--- config.mk ---
export PLATFORM = sky130hd
export DESIGN_NAME = dmi_jtag_top
export DESIGN_NICKNAME = d
export VERILOG_FILES = /design/src/source/dm_pkg.sv /design/src/source/jtag_pkg.sv /design/src/source/dmi_if.sv /design/src/source/dmi_fifo.sv /design/src/source/dmi_buffer.sv /design/src/source/dmi_jtag_tap.sv /design/src/source/dmi_jtag.sv /design/src/source/dm_regfile.sv /design/src/source/dmi_jtag_top.sv
export SDC_FILE = /design/constraint.sdc
export NUM_CORES = 2
export LEC_CHECK = 0
export BUFFER_PORTS_ARGS = -buffer_cell sky130_fd_sc_hd__buf_2
export CORE_MARGIN = 3
export CORE_UTILIZATION = 51
export DETAILED_ROUTE_END_ITERATION = 10
export PLACE_DENSITY_LB_ADDON = 0.15
export SLEW_MARGIN = 10
export SYNTH_ARGS = -nofsm -noshare
export SYNTH_HDL_FRONTEND = slang
export SYNTH_SLANG_ARGS = --single-unit
--- constraint.sdc ---
create_clock -name tck_i -period 10.31 [get_ports tck_i]
set_input_delay 1.031 -clock tck_i [delete_from_list [all_inputs] [get_ports tck_i]]
set_output_delay 1.031 -clock tck_i [all_outputs]
set_load 0.005 [all_outputs]
--- src/source/dm_pkg.sv ---
// ~~~~~~~~~~~~~~~~~~~~~~~~~~~~~~~~~~~~~~~~~~~~~~~~~~
// debug module interface types shared by the
// transport, the FIFOs and the debug register bank
// ~~~~~~~~~~~~~~~~~~~~~~~~~~~~~~~~~~~~~~~~~~~~~~~~~~
package dm_pkg;

  localparam int unsigned DmiAddrWidth = 7;
  localparam int unsigned DmiDataWidth = 32;

  // response codes carried back with every request
  localparam logic [1:0] RespSuccess = 2'd0;
  localparam logic [1:0] RespFailed  = 2'd2;

  typedef enum logic [1:0] {
    DTM_NOP   = 2'h0,
    DTM_READ  = 2'h1,
    DTM_WRITE = 2'h2
  } dtm_op_e;

  // field order matches the dmi scan chain, op in the low bits
  typedef struct packed {
    logic [DmiAddrWidth-1:0] addr;
    logic [DmiDataWidth-1:0] data;
    dtm_op_e                 op;
  } dmi_req_t;

  typedef struct packed {
    logic [DmiDataWidth-1:0] data;
    logic [1:0]              resp;
  } dmi_resp_t;

  // sticky status reported in dmistat and the dmi op field
  typedef enum logic [1:0] {
    DMINoError       = 2'h0,
    DMIReservedError = 2'h1,
    DMIOPFailed      = 2'h2,
    DMIBusy          = 2'h3
  } dmi_error_e;

  typedef struct packed {
    logic [14:0] zero1;
    logic        dmireset;
    logic        zero0;
    logic [2:0]  idle;
    logic [1:0]  dmistat;
    logic [5:0]  abits;
    logic [3:0]  version;
  } dtmcs_t;

endpackage

--- src/source/jtag_pkg.sv ---
// ~~~~~~~~~~~~~~~~~~~~~~~~~~~~~~~~~~~~~~~~~~~~~~~~~~
// TAP controller states and instruction codes
// ~~~~~~~~~~~~~~~~~~~~~~~~~~~~~~~~~~~~~~~~~~~~~~~~~~
package jtag_pkg;

  localparam int unsigned IrLength = 5;

  // the sixteen states of the IEEE 1149.1 controller
  typedef enum logic [3:0] {
    TestLogicReset, RunTestIdle,
    SelectDrScan, CaptureDr, ShiftDr, Exit1Dr, PauseDr, Exit2Dr, UpdateDr,
    SelectIrScan, CaptureIr, ShiftIr, Exit1Ir, PauseIr, Exit2Ir, UpdateIr
  } tap_state_e;

  // risc-v debug transport instructions
  // any code not listed here falls back to bypass
  typedef enum logic [IrLength-1:0] {
    IDCODE = 5'h01,
    DTMCS  = 5'h10,
    DMI    = 5'h11,
    BYPASS = 5'h1f
  } ir_e;

endpackage

--- src/source/dmi_if.sv ---
// ~~~~~~~~~~~~~~~~~~~~~~~~~~~~~~~~~~~~~~~~~~~~~~~~~~
// DMI request and response channels, valid/ready
// master sends requests, slave sends responses
// ~~~~~~~~~~~~~~~~~~~~~~~~~~~~~~~~~~~~~~~~~~~~~~~~~~
`timescale 1ns/1ps

interface dmi_if;
  import dm_pkg::*;

  // request channel
  dmi_req_t  req;
  logic      req_valid;
  logic      req_ready;

  // response channel
  dmi_resp_t resp;
  logic      resp_valid;
  logic      resp_ready;

  modport master (
    output req, req_valid, resp_ready,
    input  req_ready, resp, resp_valid
  );

  modport slave (
    input  req, req_valid, resp_ready,
    output req_ready, resp, resp_valid
  );

endinterface

--- src/source/dmi_fifo.sv ---
// ~~~~~~~~~~~~~~~~~~~~~~~~~~~~~~~~~~~~~~~~~~~~~~~~~~
// valid/ready FIFO, payload type set by parameter
// ~~~~~~~~~~~~~~~~~~~~~~~~~~~~~~~~~~~~~~~~~~~~~~~~~~
`timescale 1ns/1ps

module dmi_fifo #(
  parameter type         T     = logic,
  parameter int unsigned Depth = 2
) (
  input  logic tck_i,
  input  logic trst_ni,
  input  T     data_i,
  input  logic valid_i,
  output logic ready_o,
  output T     data_o,
  output logic valid_o,
  input  logic ready_i
);

  localparam int unsigned PtrWidth = (Depth > 1) ? $clog2(Depth) : 1;
  localparam int unsigned CntWidth = $clog2(Depth + 1);

  T                    mem_q [Depth];
  logic [PtrWidth-1:0] wr_ptr_q, rd_ptr_q;
  logic [CntWidth-1:0] count_q;
  logic                push;
  logic                pop;

  assign ready_o = (count_q != CntWidth'(Depth));
  assign valid_o = (count_q != '0);
  // oldest entry is always on the output
  assign data_o  = mem_q[rd_ptr_q];

  assign push = valid_i && ready_o;
  assign pop  = valid_o && ready_i;

  always_ff @(posedge tck_i or negedge trst_ni) begin
    if (!trst_ni) begin
      wr_ptr_q <= '0;
      rd_ptr_q <= '0;
      count_q  <= '0;
    end else begin
      if (push) begin
        wr_ptr_q <= (wr_ptr_q == PtrWidth'(Depth - 1)) ? '0 : wr_ptr_q + 1'b1;
      end
      if (pop) begin
        rd_ptr_q <= (rd_ptr_q == PtrWidth'(Depth - 1)) ? '0 : rd_ptr_q + 1'b1;
      end
      // simultaneous push and pop leave the count alone
      if (push && !pop) begin
        count_q <= count_q + 1'b1;
      end else if (pop && !push) begin
        count_q <= count_q - 1'b1;
      end
    end
  end

  always_ff @(posedge tck_i) begin
    if (push) begin
      mem_q[wr_ptr_q] <= data_i;
    end
  end

endmodule

--- src/source/dmi_buffer.sv ---
// ~~~~~~~~~~~~~~~~~~~~~~~~~~~~~~~~~~~~~~~~~~~~~~~~~~
// request and response FIFOs between two DMI ports
// ~~~~~~~~~~~~~~~~~~~~~~~~~~~~~~~~~~~~~~~~~~~~~~~~~~
`timescale 1ns/1ps

module dmi_buffer #(
  parameter int unsigned FifoDepth = 2
) (
  input  logic  tck_i,
  input  logic  trst_ni,
  dmi_if.slave  host,
  dmi_if.master dev
);
  import dm_pkg::*;

  // requests flow host to dev
  dmi_fifo #(
    .T     (dmi_req_t),
    .Depth (FifoDepth)
  ) i_req_fifo (
    .tck_i,
    .trst_ni,
    .data_i  (host.req),
    .valid_i (host.req_valid),
    .ready_o (host.req_ready),
    .data_o  (dev.req),
    .valid_o (dev.req_valid),
    .ready_i (dev.req_ready)
  );

  // responses flow dev back to host
  dmi_fifo #(
    .T     (dmi_resp_t),
    .Depth (FifoDepth)
  ) i_resp_fifo (
    .tck_i,
    .trst_ni,
    .data_i  (dev.resp),
    .valid_i (dev.resp_valid),
    .ready_o (dev.resp_ready),
    .data_o  (host.resp),
    .valid_o (host.resp_valid),
    .ready_i (host.resp_ready)
  );

endmodule

--- src/source/dmi_jtag_tap.sv ---
// ~~~~~~~~~~~~~~~~~~~~~~~~~~~~~~~~~~~~~~~~~~~~~~~~~~
// IEEE 1149.1 TAP with IDCODE, BYPASS and DTMCS
// the DMI data register lives outside, fed by the DR strobes
// ~~~~~~~~~~~~~~~~~~~~~~~~~~~~~~~~~~~~~~~~~~~~~~~~~~
`timescale 1ns/1ps

module dmi_jtag_tap #(
  parameter logic [31:0] IdcodeValue = 32'h00000001
) (
  input  logic                 tck_i,
  input  logic                 trst_ni,
  input  logic                 tms_i,
  input  logic                 td_i,
  output logic                 td_o,
  output logic                 tdo_oe_o,
  // strobes for the external dmi register
  output logic                 test_logic_reset_o,
  output logic                 capture_dr_o,
  output logic                 shift_dr_o,
  output logic                 update_dr_o,
  output logic                 dmi_access_o,
  output logic                 dtmcs_select_o,
  output logic                 dmi_reset_o,
  input  dm_pkg::dmi_error_e   dmi_error_i,
  output logic                 dmi_tdi_o,
  input  logic                 dmi_tdo_i
);
  import jtag_pkg::*;
  import dm_pkg::*;

  tap_state_e state_d, state_q;

  logic [IrLength-1:0] ir_shift_q;
  ir_e                 ir_q;

  logic [31:0] idcode_q;
  logic        bypass_q;
  dtmcs_t      dtmcs_q;

  logic idcode_select;
  logic bypass_select;
  logic tdo_mux;

  // tms walks the controller on every rising edge
  always_comb begin
    state_d = state_q;
    unique case (state_q)
      TestLogicReset: state_d = tms_i ? TestLogicReset : RunTestIdle;
      RunTestIdle:    state_d = tms_i ? SelectDrScan   : RunTestIdle;
      SelectDrScan:   state_d = tms_i ? SelectIrScan   : CaptureDr;
      CaptureDr:      state_d = tms_i ? Exit1Dr        : ShiftDr;
      ShiftDr:        state_d = tms_i ? Exit1Dr        : ShiftDr;
      Exit1Dr:        state_d = tms_i ? UpdateDr       : PauseDr;
      PauseDr:        state_d = tms_i ? Exit2Dr        : PauseDr;
      Exit2Dr:        state_d = tms_i ? UpdateDr       : ShiftDr;
      UpdateDr:       state_d = tms_i ? SelectDrScan   : RunTestIdle;
      SelectIrScan:   state_d = tms_i ? TestLogicReset : CaptureIr;
      CaptureIr:      state_d = tms_i ? Exit1Ir        : ShiftIr;
      ShiftIr:        state_d = tms_i ? Exit1Ir        : ShiftIr;
      Exit1Ir:        state_d = tms_i ? UpdateIr       : PauseIr;
      PauseIr:        state_d = tms_i ? Exit2Ir        : PauseIr;
      Exit2Ir:        state_d = tms_i ? UpdateIr       : ShiftIr;
      UpdateIr:       state_d = tms_i ? SelectDrScan   : RunTestIdle;
      default:        state_d = TestLogicReset;
    endcase
  end

  assign test_logic_reset_o = (state_q == TestLogicReset);
  assign capture_dr_o       = (state_q == CaptureDr);
  assign shift_dr_o         = (state_q == ShiftDr);
  assign update_dr_o        = (state_q == UpdateDr);

  // data register selection by the current instruction
  assign idcode_select  = (ir_q == IDCODE);
  assign dtmcs_select_o = (ir_q == DTMCS);
  assign dmi_access_o   = (ir_q == DMI);
  assign bypass_select  = !(idcode_select || dtmcs_select_o || dmi_access_o);

  // dmireset only counts on the update of a DTMCS scan
  assign dmi_reset_o = update_dr_o && dtmcs_select_o && dtmcs_q.dmireset;
  assign dmi_tdi_o   = td_i;

  always_ff @(posedge tck_i or negedge trst_ni) begin
    if (!trst_ni) begin
      state_q    <= TestLogicReset;
      ir_shift_q <= '0;
      ir_q       <= IDCODE;
      idcode_q   <= IdcodeValue;
      bypass_q   <= 1'b0;
      dtmcs_q    <= '0;
    end else begin
      state_q <= state_d;

      // instruction register, back to IDCODE in test-logic-reset
      if (state_q == TestLogicReset) begin
        ir_shift_q <= '0;
        ir_q       <= IDCODE;
      end else if (state_q == CaptureIr) begin
        // low bits 01 as 1149.1 requires
        ir_shift_q <= {{(IrLength-2){1'b0}}, 2'b01};
      end else if (state_q == ShiftIr) begin
        ir_shift_q <= {td_i, ir_shift_q[IrLength-1:1]};
      end else if (state_q == UpdateIr) begin
        ir_q <= ir_e'(ir_shift_q);
      end

      // data registers, lsb first
      if (capture_dr_o) begin
        idcode_q <= IdcodeValue;
        bypass_q <= 1'b0;
        dtmcs_q  <= '{
          zero1:    '0,
          dmireset: 1'b0,
          zero0:    1'b0,
          idle:     3'd5,
          dmistat:  dmi_error_i,
          abits:    6'(DmiAddrWidth),
          version:  4'd1
        };
      end else if (shift_dr_o) begin
        if (idcode_select) begin
          idcode_q <= {td_i, idcode_q[31:1]};
        end
        if (dtmcs_select_o) begin
          dtmcs_q <= dtmcs_t'({td_i, dtmcs_q[31:1]});
        end
        if (bypass_select) begin
          bypass_q <= td_i;
        end
      end
    end
  end

  // tdo source, ir while shifting ir, else the selected dr
  always_comb begin
    tdo_mux = bypass_q;
    if (state_q == ShiftIr) begin
      tdo_mux = ir_shift_q[0];
    end else begin
      unique case (ir_q)
        IDCODE:  tdo_mux = idcode_q[0];
        DTMCS:   tdo_mux = dtmcs_q[0];
        DMI:     tdo_mux = dmi_tdo_i;
        default: tdo_mux = bypass_q;
      endcase
    end
  end

  // tdo launches on the falling edge so the host samples a stable bit
  always_ff @(negedge tck_i or negedge trst_ni) begin
    if (!trst_ni) begin
      td_o     <= 1'b0;
      tdo_oe_o <= 1'b0;
    end else begin
      td_o     <= tdo_mux;
      tdo_oe_o <= (state_q == ShiftIr) || (state_q == ShiftDr);
    end
  end

endmodule

--- src/source/dmi_jtag.sv ---
// ~~~~~~~~~~~~~~~~~~~~~~~~~~~~~~~~~~~~~~~~~~~~~~~~~~
// JTAG debug transport, turns DMI scans into requests
// and keeps the sticky busy / op-failed status
// ~~~~~~~~~~~~~~~~~~~~~~~~~~~~~~~~~~~~~~~~~~~~~~~~~~
`timescale 1ns/1ps

module dmi_jtag #(
  parameter logic [31:0] IdcodeValue = 32'h00000001
) (
  input  logic   tck_i,
  input  logic   trst_ni,
  input  logic   tms_i,
  input  logic   td_i,
  output logic   td_o,
  output logic   tdo_oe_o,
  dmi_if.master  dmi
);
  import dm_pkg::*;

  typedef enum logic [2:0] {
    StIdle, StRead, StReadWait, StWrite, StWriteWait
  } state_e;

  localparam int unsigned DrWidth = $bits(dmi_req_t);

  logic test_logic_reset;
  logic capture_dr;
  logic shift_dr;
  logic update_dr;
  logic dmi_access;
  logic dtmcs_select;
  logic dmi_reset;
  logic dmi_tdi;
  logic dmi_tdo;

  state_e                  state_d, state_q;
  logic [DrWidth-1:0]      dr_d, dr_q;
  logic [DmiAddrWidth-1:0] address_d, address_q;
  logic [DmiDataWidth-1:0] data_d, data_q;
  dmi_error_e              error_d, error_q;
  logic                    busy;

  // scan chain seen as {address, data, op}
  dmi_req_t dr_req;
  assign dr_req = dmi_req_t'(dr_q);

  assign dmi.req = '{
    addr: address_q,
    data: data_q,
    op:   (state_q == StWrite) ? DTM_WRITE : DTM_READ
  };
  assign dmi.req_valid  = (state_q == StRead) || (state_q == StWrite);
  // only one request in flight, so any response can be taken at once
  assign dmi.resp_ready = 1'b1;

  always_comb begin
    state_d   = state_q;
    address_d = address_q;
    data_d    = data_q;
    error_d   = error_q;
    busy      = 1'b0;

    unique case (state_q)
      StIdle: begin
        // new scans are dropped while an error is sticky
        if (dmi_access && update_dr && error_q == DMINoError) begin
          address_d = dr_req.addr;
          data_d    = dr_req.data;
          if (dr_req.op == DTM_READ) begin
            state_d = StRead;
          end else if (dr_req.op == DTM_WRITE) begin
            state_d = StWrite;
          end
        end
      end
      StRead: begin
        if (dmi.req_ready) begin
          state_d = StReadWait;
        end
      end
      StWrite: begin
        if (dmi.req_ready) begin
          state_d = StWriteWait;
        end
      end
      StReadWait, StWriteWait: begin
        if (dmi.resp_valid) begin
          // read data goes back out on the next capture
          if (state_q == StReadWait) begin
            data_d = dmi.resp.data;
          end
          if (dmi.resp.resp == RespFailed && error_q == DMINoError) begin
            error_d = DMIOPFailed;
          end
          state_d = StIdle;
        end
      end
      default: state_d = StIdle;
    endcase

    // an update before the last access finished
    if (update_dr && dmi_access && state_q != StIdle) begin
      busy = 1'b1;
    end
    // a capture before read data came back
    if (capture_dr && dmi_access && (state_q == StRead || state_q == StReadWait)) begin
      busy = 1'b1;
    end
    if (busy) begin
      error_d = DMIBusy;
    end

    // dmireset from DTMCS clears whatever error is held
    if (dmi_reset && dtmcs_select) begin
      error_d = DMINoError;
    end
  end

  // dmi data register, status field reports the sticky error
  always_comb begin
    dr_d = dr_q;
    if (capture_dr && dmi_access) begin
      dr_d = {address_q, data_q, busy ? DMIBusy : error_q};
    end
    if (shift_dr && dmi_access) begin
      dr_d = {dmi_tdi, dr_q[DrWidth-1:1]};
    end
    if (test_logic_reset) begin
      dr_d = '0;
    end
  end

  assign dmi_tdo = dr_q[0];

  always_ff @(posedge tck_i or negedge trst_ni) begin
    if (!trst_ni) begin
      state_q   <= StIdle;
      dr_q      <= '0;
      address_q <= '0;
      data_q    <= '0;
      error_q   <= DMINoError;
    end else begin
      state_q   <= state_d;
      dr_q      <= dr_d;
      address_q <= address_d;
      data_q    <= data_d;
      error_q   <= error_d;
    end
  end

  dmi_jtag_tap #(
    .IdcodeValue (IdcodeValue)
  ) i_dmi_jtag_tap (
    .tck_i,
    .trst_ni,
    .tms_i,
    .td_i,
    .td_o,
    .tdo_oe_o,
    .test_logic_reset_o (test_logic_reset),
    .capture_dr_o       (capture_dr),
    .shift_dr_o         (shift_dr),
    .update_dr_o        (update_dr),
    .dmi_access_o       (dmi_access),
    .dtmcs_select_o     (dtmcs_select),
    .dmi_reset_o        (dmi_reset),
    .dmi_error_i        (error_q),
    .dmi_tdi_o          (dmi_tdi),
    .dmi_tdo_i          (dmi_tdo)
  );

endmodule

--- src/source/dm_regfile.sv ---
// ~~~~~~~~~~~~~~~~~~~~~~~~~~~~~~~~~~~~~~~~~~~~~~~~~~
// debug register bank answering DMI reads and writes
// out of range addresses answer with failed
// ~~~~~~~~~~~~~~~~~~~~~~~~~~~~~~~~~~~~~~~~~~~~~~~~~~
`timescale 1ns/1ps

module dm_regfile #(
  parameter int unsigned NumRegs = 16
) (
  input  logic tck_i,
  input  logic trst_ni,
  dmi_if.slave dmi
);
  import dm_pkg::*;

  localparam int unsigned IdxWidth = (NumRegs > 1) ? $clog2(NumRegs) : 1;

  logic [DmiDataWidth-1:0] regs_q [NumRegs];
  logic [IdxWidth-1:0]     idx;
  logic                    in_range;
  logic                    req_fire;
  dmi_resp_t               resp_d, resp_q;
  logic                    resp_valid_q;

  assign idx      = dmi.req.addr[IdxWidth-1:0];
  assign in_range = (dmi.req.addr < DmiAddrWidth'(NumRegs));

  // a held response blocks the next request
  assign dmi.req_ready  = !resp_valid_q;
  assign req_fire       = dmi.req_valid && dmi.req_ready;
  assign dmi.resp       = resp_q;
  assign dmi.resp_valid = resp_valid_q;

  always_comb begin
    resp_d.data = '0;
    resp_d.resp = RespSuccess;
    if (!in_range) begin
      resp_d.resp = RespFailed;
    end else if (dmi.req.op == DTM_READ) begin
      resp_d.data = regs_q[idx];
    end
  end

  always_ff @(posedge tck_i or negedge trst_ni) begin
    if (!trst_ni) begin
      for (int i = 0; i < NumRegs; i++) begin
        regs_q[i] <= '0;
      end
      resp_valid_q <= 1'b0;
    end else begin
      if (dmi.resp_valid && dmi.resp_ready) begin
        resp_valid_q <= 1'b0;
      end
      if (req_fire) begin
        resp_valid_q <= 1'b1;
        if (dmi.req.op == DTM_WRITE && in_range) begin
          regs_q[idx] <= dmi.req.data;
        end
      end
    end
  end

  // answer is captured with the request and held until taken
  always_ff @(posedge tck_i) begin
    if (req_fire) begin
      resp_q <= resp_d;
    end
  end

endmodule

--- src/source/dmi_jtag_top.sv ---
// ~~~~~~~~~~~~~~~~~~~~~~~~~~~~~~~~~~~~~~~~~~~~~~~~~~
// JTAG debug transport top, pins in and out
// transport -> FIFO buffer -> debug register bank
// ~~~~~~~~~~~~~~~~~~~~~~~~~~~~~~~~~~~~~~~~~~~~~~~~~~
`timescale 1ns/1ps

module dmi_jtag_top #(
  parameter logic [31:0] IdcodeValue = 32'h00000001,
  parameter int unsigned FifoDepth   = 2,
  parameter int unsigned NumRegs     = 16
) (
  input  logic tck_i,
  input  logic trst_ni,
  input  logic tms_i,
  input  logic td_i,
  output logic td_o,
  output logic tdo_oe_o
);

  // transport side and register bank side of the buffer
  dmi_if host_dmi ();
  dmi_if dev_dmi ();

  dmi_jtag #(
    .IdcodeValue (IdcodeValue)
  ) i_dmi_jtag (
    .tck_i,
    .trst_ni,
    .tms_i,
    .td_i,
    .td_o,
    .tdo_oe_o,
    .dmi (host_dmi.master)
  );

  dmi_buffer #(
    .FifoDepth (FifoDepth)
  ) i_dmi_buffer (
    .tck_i,
    .trst_ni,
    .host (host_dmi.slave),
    .dev  (dev_dmi.master)
  );

  dm_regfile #(
    .NumRegs (NumRegs)
  ) i_dm_regfile (
    .tck_i,
    .trst_ni,
    .dmi (dev_dmi.slave)
  );

endmodule

**Word level (Yosys, flattened, before mapping)**

Memories as Yosys holds them, arrays and structs flattened.
Index checks and enable logic that the tools add are counted.

- Register bits: 721
- Memory bits (writable): 150
- Bits of input ports: 4
- Output and inout bits: 2
- Memories: 2

Memory list:

| memory | words | width | read ports | clocked after Yosys merged registers in | write ports | RTL line | text |
|---|---|---|---|---|---|---|---|
| i_dmi_buffer.i_req_fifo.mem_q | 2 | 41 | 1 | 0 | 1 | dmi_fifo.sv:23 | `T mem_q [Depth];` |
| i_dmi_buffer.i_resp_fifo.mem_q | 2 | 34 | 1 | 0 | 1 | dmi_fifo.sv:23 |  |

- Add/subtract/negate cells: 8
- Magnitude comparators: 3
- Eq/ne operators: 38
- Multiplexer cells: 75
- Bitwise logic cells: 1
- Reductions and logical operators: 62

Operators by type and width:

| operator | count |
|---|---|
| bitwise mux 512 bit | 1 |
| two-way mux 32 bit | 12 |
| binary-select mux 32 bit (select 4 bit) | 1 |
| demux 32 bit (select 4 bit) | 1 |
| two-way mux 41 bit | 3 |
| case mux 32 bit (2 select lines) | 1 |
| case mux 4 bit (12 select lines) | 1 |
| two-way mux 5 bit | 7 |
| equality test 4 bit (second input constant) | 8 |
| two-way mux 2 bit | 15 |
| two-way mux 3 bit | 8 |
| nonzero test 2 bit | 10 |
| logical AND 1 bit | 19 |
| two-way mux 1 bit | 19 |
| nonzero test 3 bit | 6 |
| equality test 4 x 3 -> 1 bit (second input constant) | 4 |
| two-way mux 4 bit | 4 |
| inequality test 2 x 1 -> 1 bit (second input constant) | 6 |
| case mux 3 bit (4 select lines) | 1 |
| AND reduction 2 bit | 6 |
| equality test 5 bit (second input constant) | 2 |
| equality test 4 x 2 -> 1 bit (second input constant) | 2 |
| inequality test 2 bit (second input constant) | 4 |
| less-than comparator 7 x 5 -> 1 bit (second input constant) | 1 |
| 25 further kinds | 45 |

**Longest topological paths before layout**

- Depth after elaboration: 9
- Mapped depth: 10
- Mapped depth without buffers: 7

**Cells and area by module**

Synthesis repeated with hierarchy kept, for this count alone.

- Cell total of the unflattened synthesis: 2496
- Area, all modules: 38329.3 um^2

Modules (own cells, without submodules):

| module | instances | cells an instance | area an instance (um^2) |
|---|---|---|---|
| dm_regfile | 1 | 1483 | 24494.7 |
| dmi_jtag | 1 | 345 | 4095.2 |
| dmi_jtag_tap | 1 | 398 | 3584.7 |
| dmi_fifo at i_dmi_buffer.i_req_fifo | 1 | 146 | 3355.7 |
| dmi_fifo at i_dmi_buffer.i_resp_fifo | 1 | 124 | 2798.9 |

==> reports/metrics.yaml <==
synth:
  synth_ff_type: "dfrtp_1"
  synthArstFlopShare_pct: 79.1
  ys_seq_area_share_pct: 62.9
  yosys.area.top_type: "dfrtp_1"
  synth_seq_cells: 868
  synth_edf_count: 181
  synth_area_um2: 36000
  synth_area_leaders: "dfrtp_1 (47%), edfxtp_1 (15%), a21oi_1 (6.3%)"
  syn_avg_cell_area_um2: 11.2
  yosys.area.top_type_share_pct: 47.5
  syn-num-nets: 3215
  yosysUniqueCellTypes: 67
  syn_inst: 3209
  ys_warn_count: 0
final_layout:
  drive_gt1_share_pct: 9.66
  syn_to_final_growth_pct: 10.0
  fin_nets: 3117
  antenna_cells: 0
routing:
  wl_per_cell_um: 23.2
  drtPass1Iterations: 6
  first_iter_violations: 2266
  antenna_left: 0
  vias_per_cell: 6.01
  vias: 24700
  totalWireLength_um: 95700
  drc: 0
clock_network:
  clockBufferDepth: 3
  clock-sinks: 868
  h-tree-depth: 3
  cts_setup_buffers: 0
  cts.clk_slew.worst_paths_ns: 0.06
  insertion_delay_ns: 0.64
  post_cts_resized: 0
  cts_made_buffers: 89
  clockRootBuffer: "clkbuf_16"
  cts-hold-fix-buffers: 0
  cts_tree: "built"
grt:
  busiest_layer: "met2"
  grt.met1_usage_pct: 36.4
  grt_pass1_wl_um: 149000
  grt_max_degree: 166
  grtUsageTotal_pct: 26.3
  antenna_found_initial: 3
  gr-total-overflow: 0
  grt_pass1_vias: 24600
  use_met3_pct: 4.95
  grt_use_met2_pct: 42.1
power_and_ir_drop:
  finalPower_mw: 8.79
  power_density_nw_per_um2: 222
  leakage_nw: 16.8
  peakVddDrop_uv: 135
critical_path:
  critPathArrivalTime_ns: 6.27
  required_ns: 9.28
  max_stage_delay_ns: 0.40
  path_class: "reg -> out"
  crit_fanout: 1
  timing.critical_path.from_type: "flop"
  crit_buf_inv: 1
  cp_top_family: "flip-flops"
  worstPathCellList: "buf_2"
  slowest_stage: "dfrtn_1"
  cp-end-kind: "output pin"
die:
  core_um2: 69300
  fp-row-count: 96
  dieArea_um2: 73800
  fp.dieH_um: 272
  start_util_pct: 51.9
  io_pins: 6
  die_width_um: 272
sta:
  setup_viol: 0
  tightest_slew_ns: 1.21
  worst_slack_ns: 3.01
  grt_setup_unrepaired: "false"
  drv_slew: 0
  setup_tns_ns: 0
  hold_viol: 0
  relSlewSlack_pct: 16.8
  skew_ns: 0.0306
placement:
  place_hpwl_um: 48700
  pre_cts_ws_ns: 3.59
  place.gp.congestion: 0.770
  io_buffers: 5
status:
  status: "completed"
min_path:
  hp-class: "in -> async"
flow_run:
  drv_cap: 0
[cell usage in the layout (no fill, tap or decap), types with 5 or more instances in the layout]
| cell type | instances |
|---|---|
| a2111o_1 | 32 |
| a21boi_0 | 78 |
| a21boi_1 | 18 |
| a21oi_1 | 454 |
| a22oi_1 | 196 |
| a31oi_1 | 6 |
| and3b_1 | 5 |
| buf_4 | 73 |
| bufinv_16 | 7 |
| clkbuf_1 | 33 |
| clkbuf_16 | 90 |
| clkbuf_8 | 11 |
| clkinv_2 | 15 |
| dfrtp_1 | 681 |
| edfxtp_1 | 181 |
| inv_1 | 14 |
| mux2_2 | 7 |
| mux2i_1 | 99 |
| mux2i_2 | 8 |
| mux4_2 | 32 |
| nand2_1 | 330 |
| nand3_1 | 11 |
| nor2_1 | 413 |
| nor2_4 | 6 |
| nor3_1 | 12 |
| nor3_4 | 12 |
| nor3b_1 | 6 |
| o21ai_0 | 201 |
| o22ai_1 | 7 |
| o2bb2ai_1 | 40 |
| or3_1 | 5 |
| xnor2_1 | 7 |
| xor2_1 | 7 |
[layout make-up]
type / count / area (µm²)
fillers: 5739 / 29700
well taps: 931 / 1160
multi-input cells: 2059 / 12200
repair buffers: 79 / 603
clock buffers: 134 / 2530
clock inverters: 33 / 382
inverters: 14 / 52.6
flip-flops and latches: 868 / 22600
[synth_stat cells (all sizes together), types with 7 or more instances]
| master | instances |
|---|---|
| inv | 14 |
| a22oi | 197 |
| dfrtp | 683 |
| o22ai | 7 |
| edfxtp | 181 |
| nand3 | 11 |
| buf | 115 |
| xnor2 | 7 |
| a21oi | 454 |
| xor2 | 7 |
| o21ai | 201 |
| a2111o | 32 |
| clkbuf | 153 |
| nor2 | 419 |
| mux2i | 109 |
| mux4 | 32 |
| nor3 | 26 |
| o2bb2ai | 40 |
| or3 | 9 |
| mux2 | 7 |
| nand2 | 330 |
| a21boi | 96 |
[where the power goes]
part / total, mW / switching (mW) / internal (mW)
Combinational: 1.49 / 1.07 / 0.421
Clock: 3.22 / 1.35 / 1.88
Sequential: 4.08 / 0.208 / 3.87
[per-stage QoR]
step | area (µm²) | cells | util, % | hold WS [ns]
after floorplan | 36000 | 3209 | - | 0.421
after global placement | 36700 | 3951 | 52.9 | 0.424
after detailed placement | 36700 | 3951 | 52.9 | 0.434
after CTS | 39600 | 4118 | 57.1 | 0.306
after global routing | 39600 | 4118 | 57.1 | 0.338
final | 39600 | 4118 | 57.1 | 0.316
[layer usage]
layer	share of wire, %	routed length (µm)
met1	42	39900
met2	47	45200
met3	8.0	7620
met4	3.1	2940
met5	0.0073	7
[final timing paths]
check | startpoint | to | slack, ns | depth (start not counted)
min in group tck_i | i_dm_regfile.dmi.resp[20]$_SDFFCE_PN0P_ | i_dmi_buffer.i_resp_fifo.mem_q[0][20]$_DFFE_PP_ | 0.44 | 0
max in group asynchronous | trst_ni | i_dmi_jtag.i_dmi_jtag_tap.tdo_oe_o$_DFF_NN0_ | 4.54 | 1
hold / removal | trst_ni | i_dm_regfile.regs_q[470]$_DFFE_PN0P_ | 0.32 | 1
hold reg to reg | i_dm_regfile.dmi.resp[20]$_SDFFCE_PN0P_ | i_dmi_buffer.i_resp_fifo.mem_q[0][20]$_DFFE_PP_ | 0.44 | 0
setup reg to reg | i_dmi_jtag.i_dmi_jtag_tap.state_q[3]$_DFF_PN0_ | i_dmi_jtag.i_dmi_jtag_tap.td_o$_DFF_NN0_ | 3.53 | 4
setup / recovery | i_dmi_jtag.i_dmi_jtag_tap.tdo_oe_o$_DFF_NN0_ | tdo_oe_o | 3.01 | 1
[sequential cells by signal, summed over array words and instances (netlist names), 2 cells and up]
| register | count |
|---|---|
| i_dm_regfile.dmi.resp | 33 |
| i_dm_regfile.regs_q | 512 |
| i_dmi_buffer.i_req_fifo.count_q | 2 |
| i_dmi_buffer.i_req_fifo.mem_q | 82 |
| i_dmi_buffer.i_resp_fifo.count_q | 2 |
| i_dmi_buffer.i_resp_fifo.mem_q | 66 |
| i_dmi_jtag.address_q | 7 |
| i_dmi_jtag.data_q | 32 |
| i_dmi_jtag.dr_q | 41 |
| i_dmi_jtag.error_q | 2 |
| i_dmi_jtag.i_dmi_jtag_tap.dtmcs_q | 32 |
| i_dmi_jtag.i_dmi_jtag_tap.idcode_q | 32 |
| i_dmi_jtag.i_dmi_jtag_tap.ir_q | 5 |
| i_dmi_jtag.i_dmi_jtag_tap.ir_shift_q | 5 |
| i_dmi_jtag.i_dmi_jtag_tap.state_q | 4 |
| i_dmi_jtag.state_q | 3 |
[cells by family after synthesis]
group,Yosys count,share of synthesized area [%]
and+or+nand+nor,836,9.70
adders and majority gates,2,0.0695
muxes,148,5.26
AOI/OAI and AO/OA,1059,18.2
xor gates and xnor gates,14,0.341
buffers and inverters,282,3.60
DFF,868,62.9
Power figures use the tool's default switching activity.
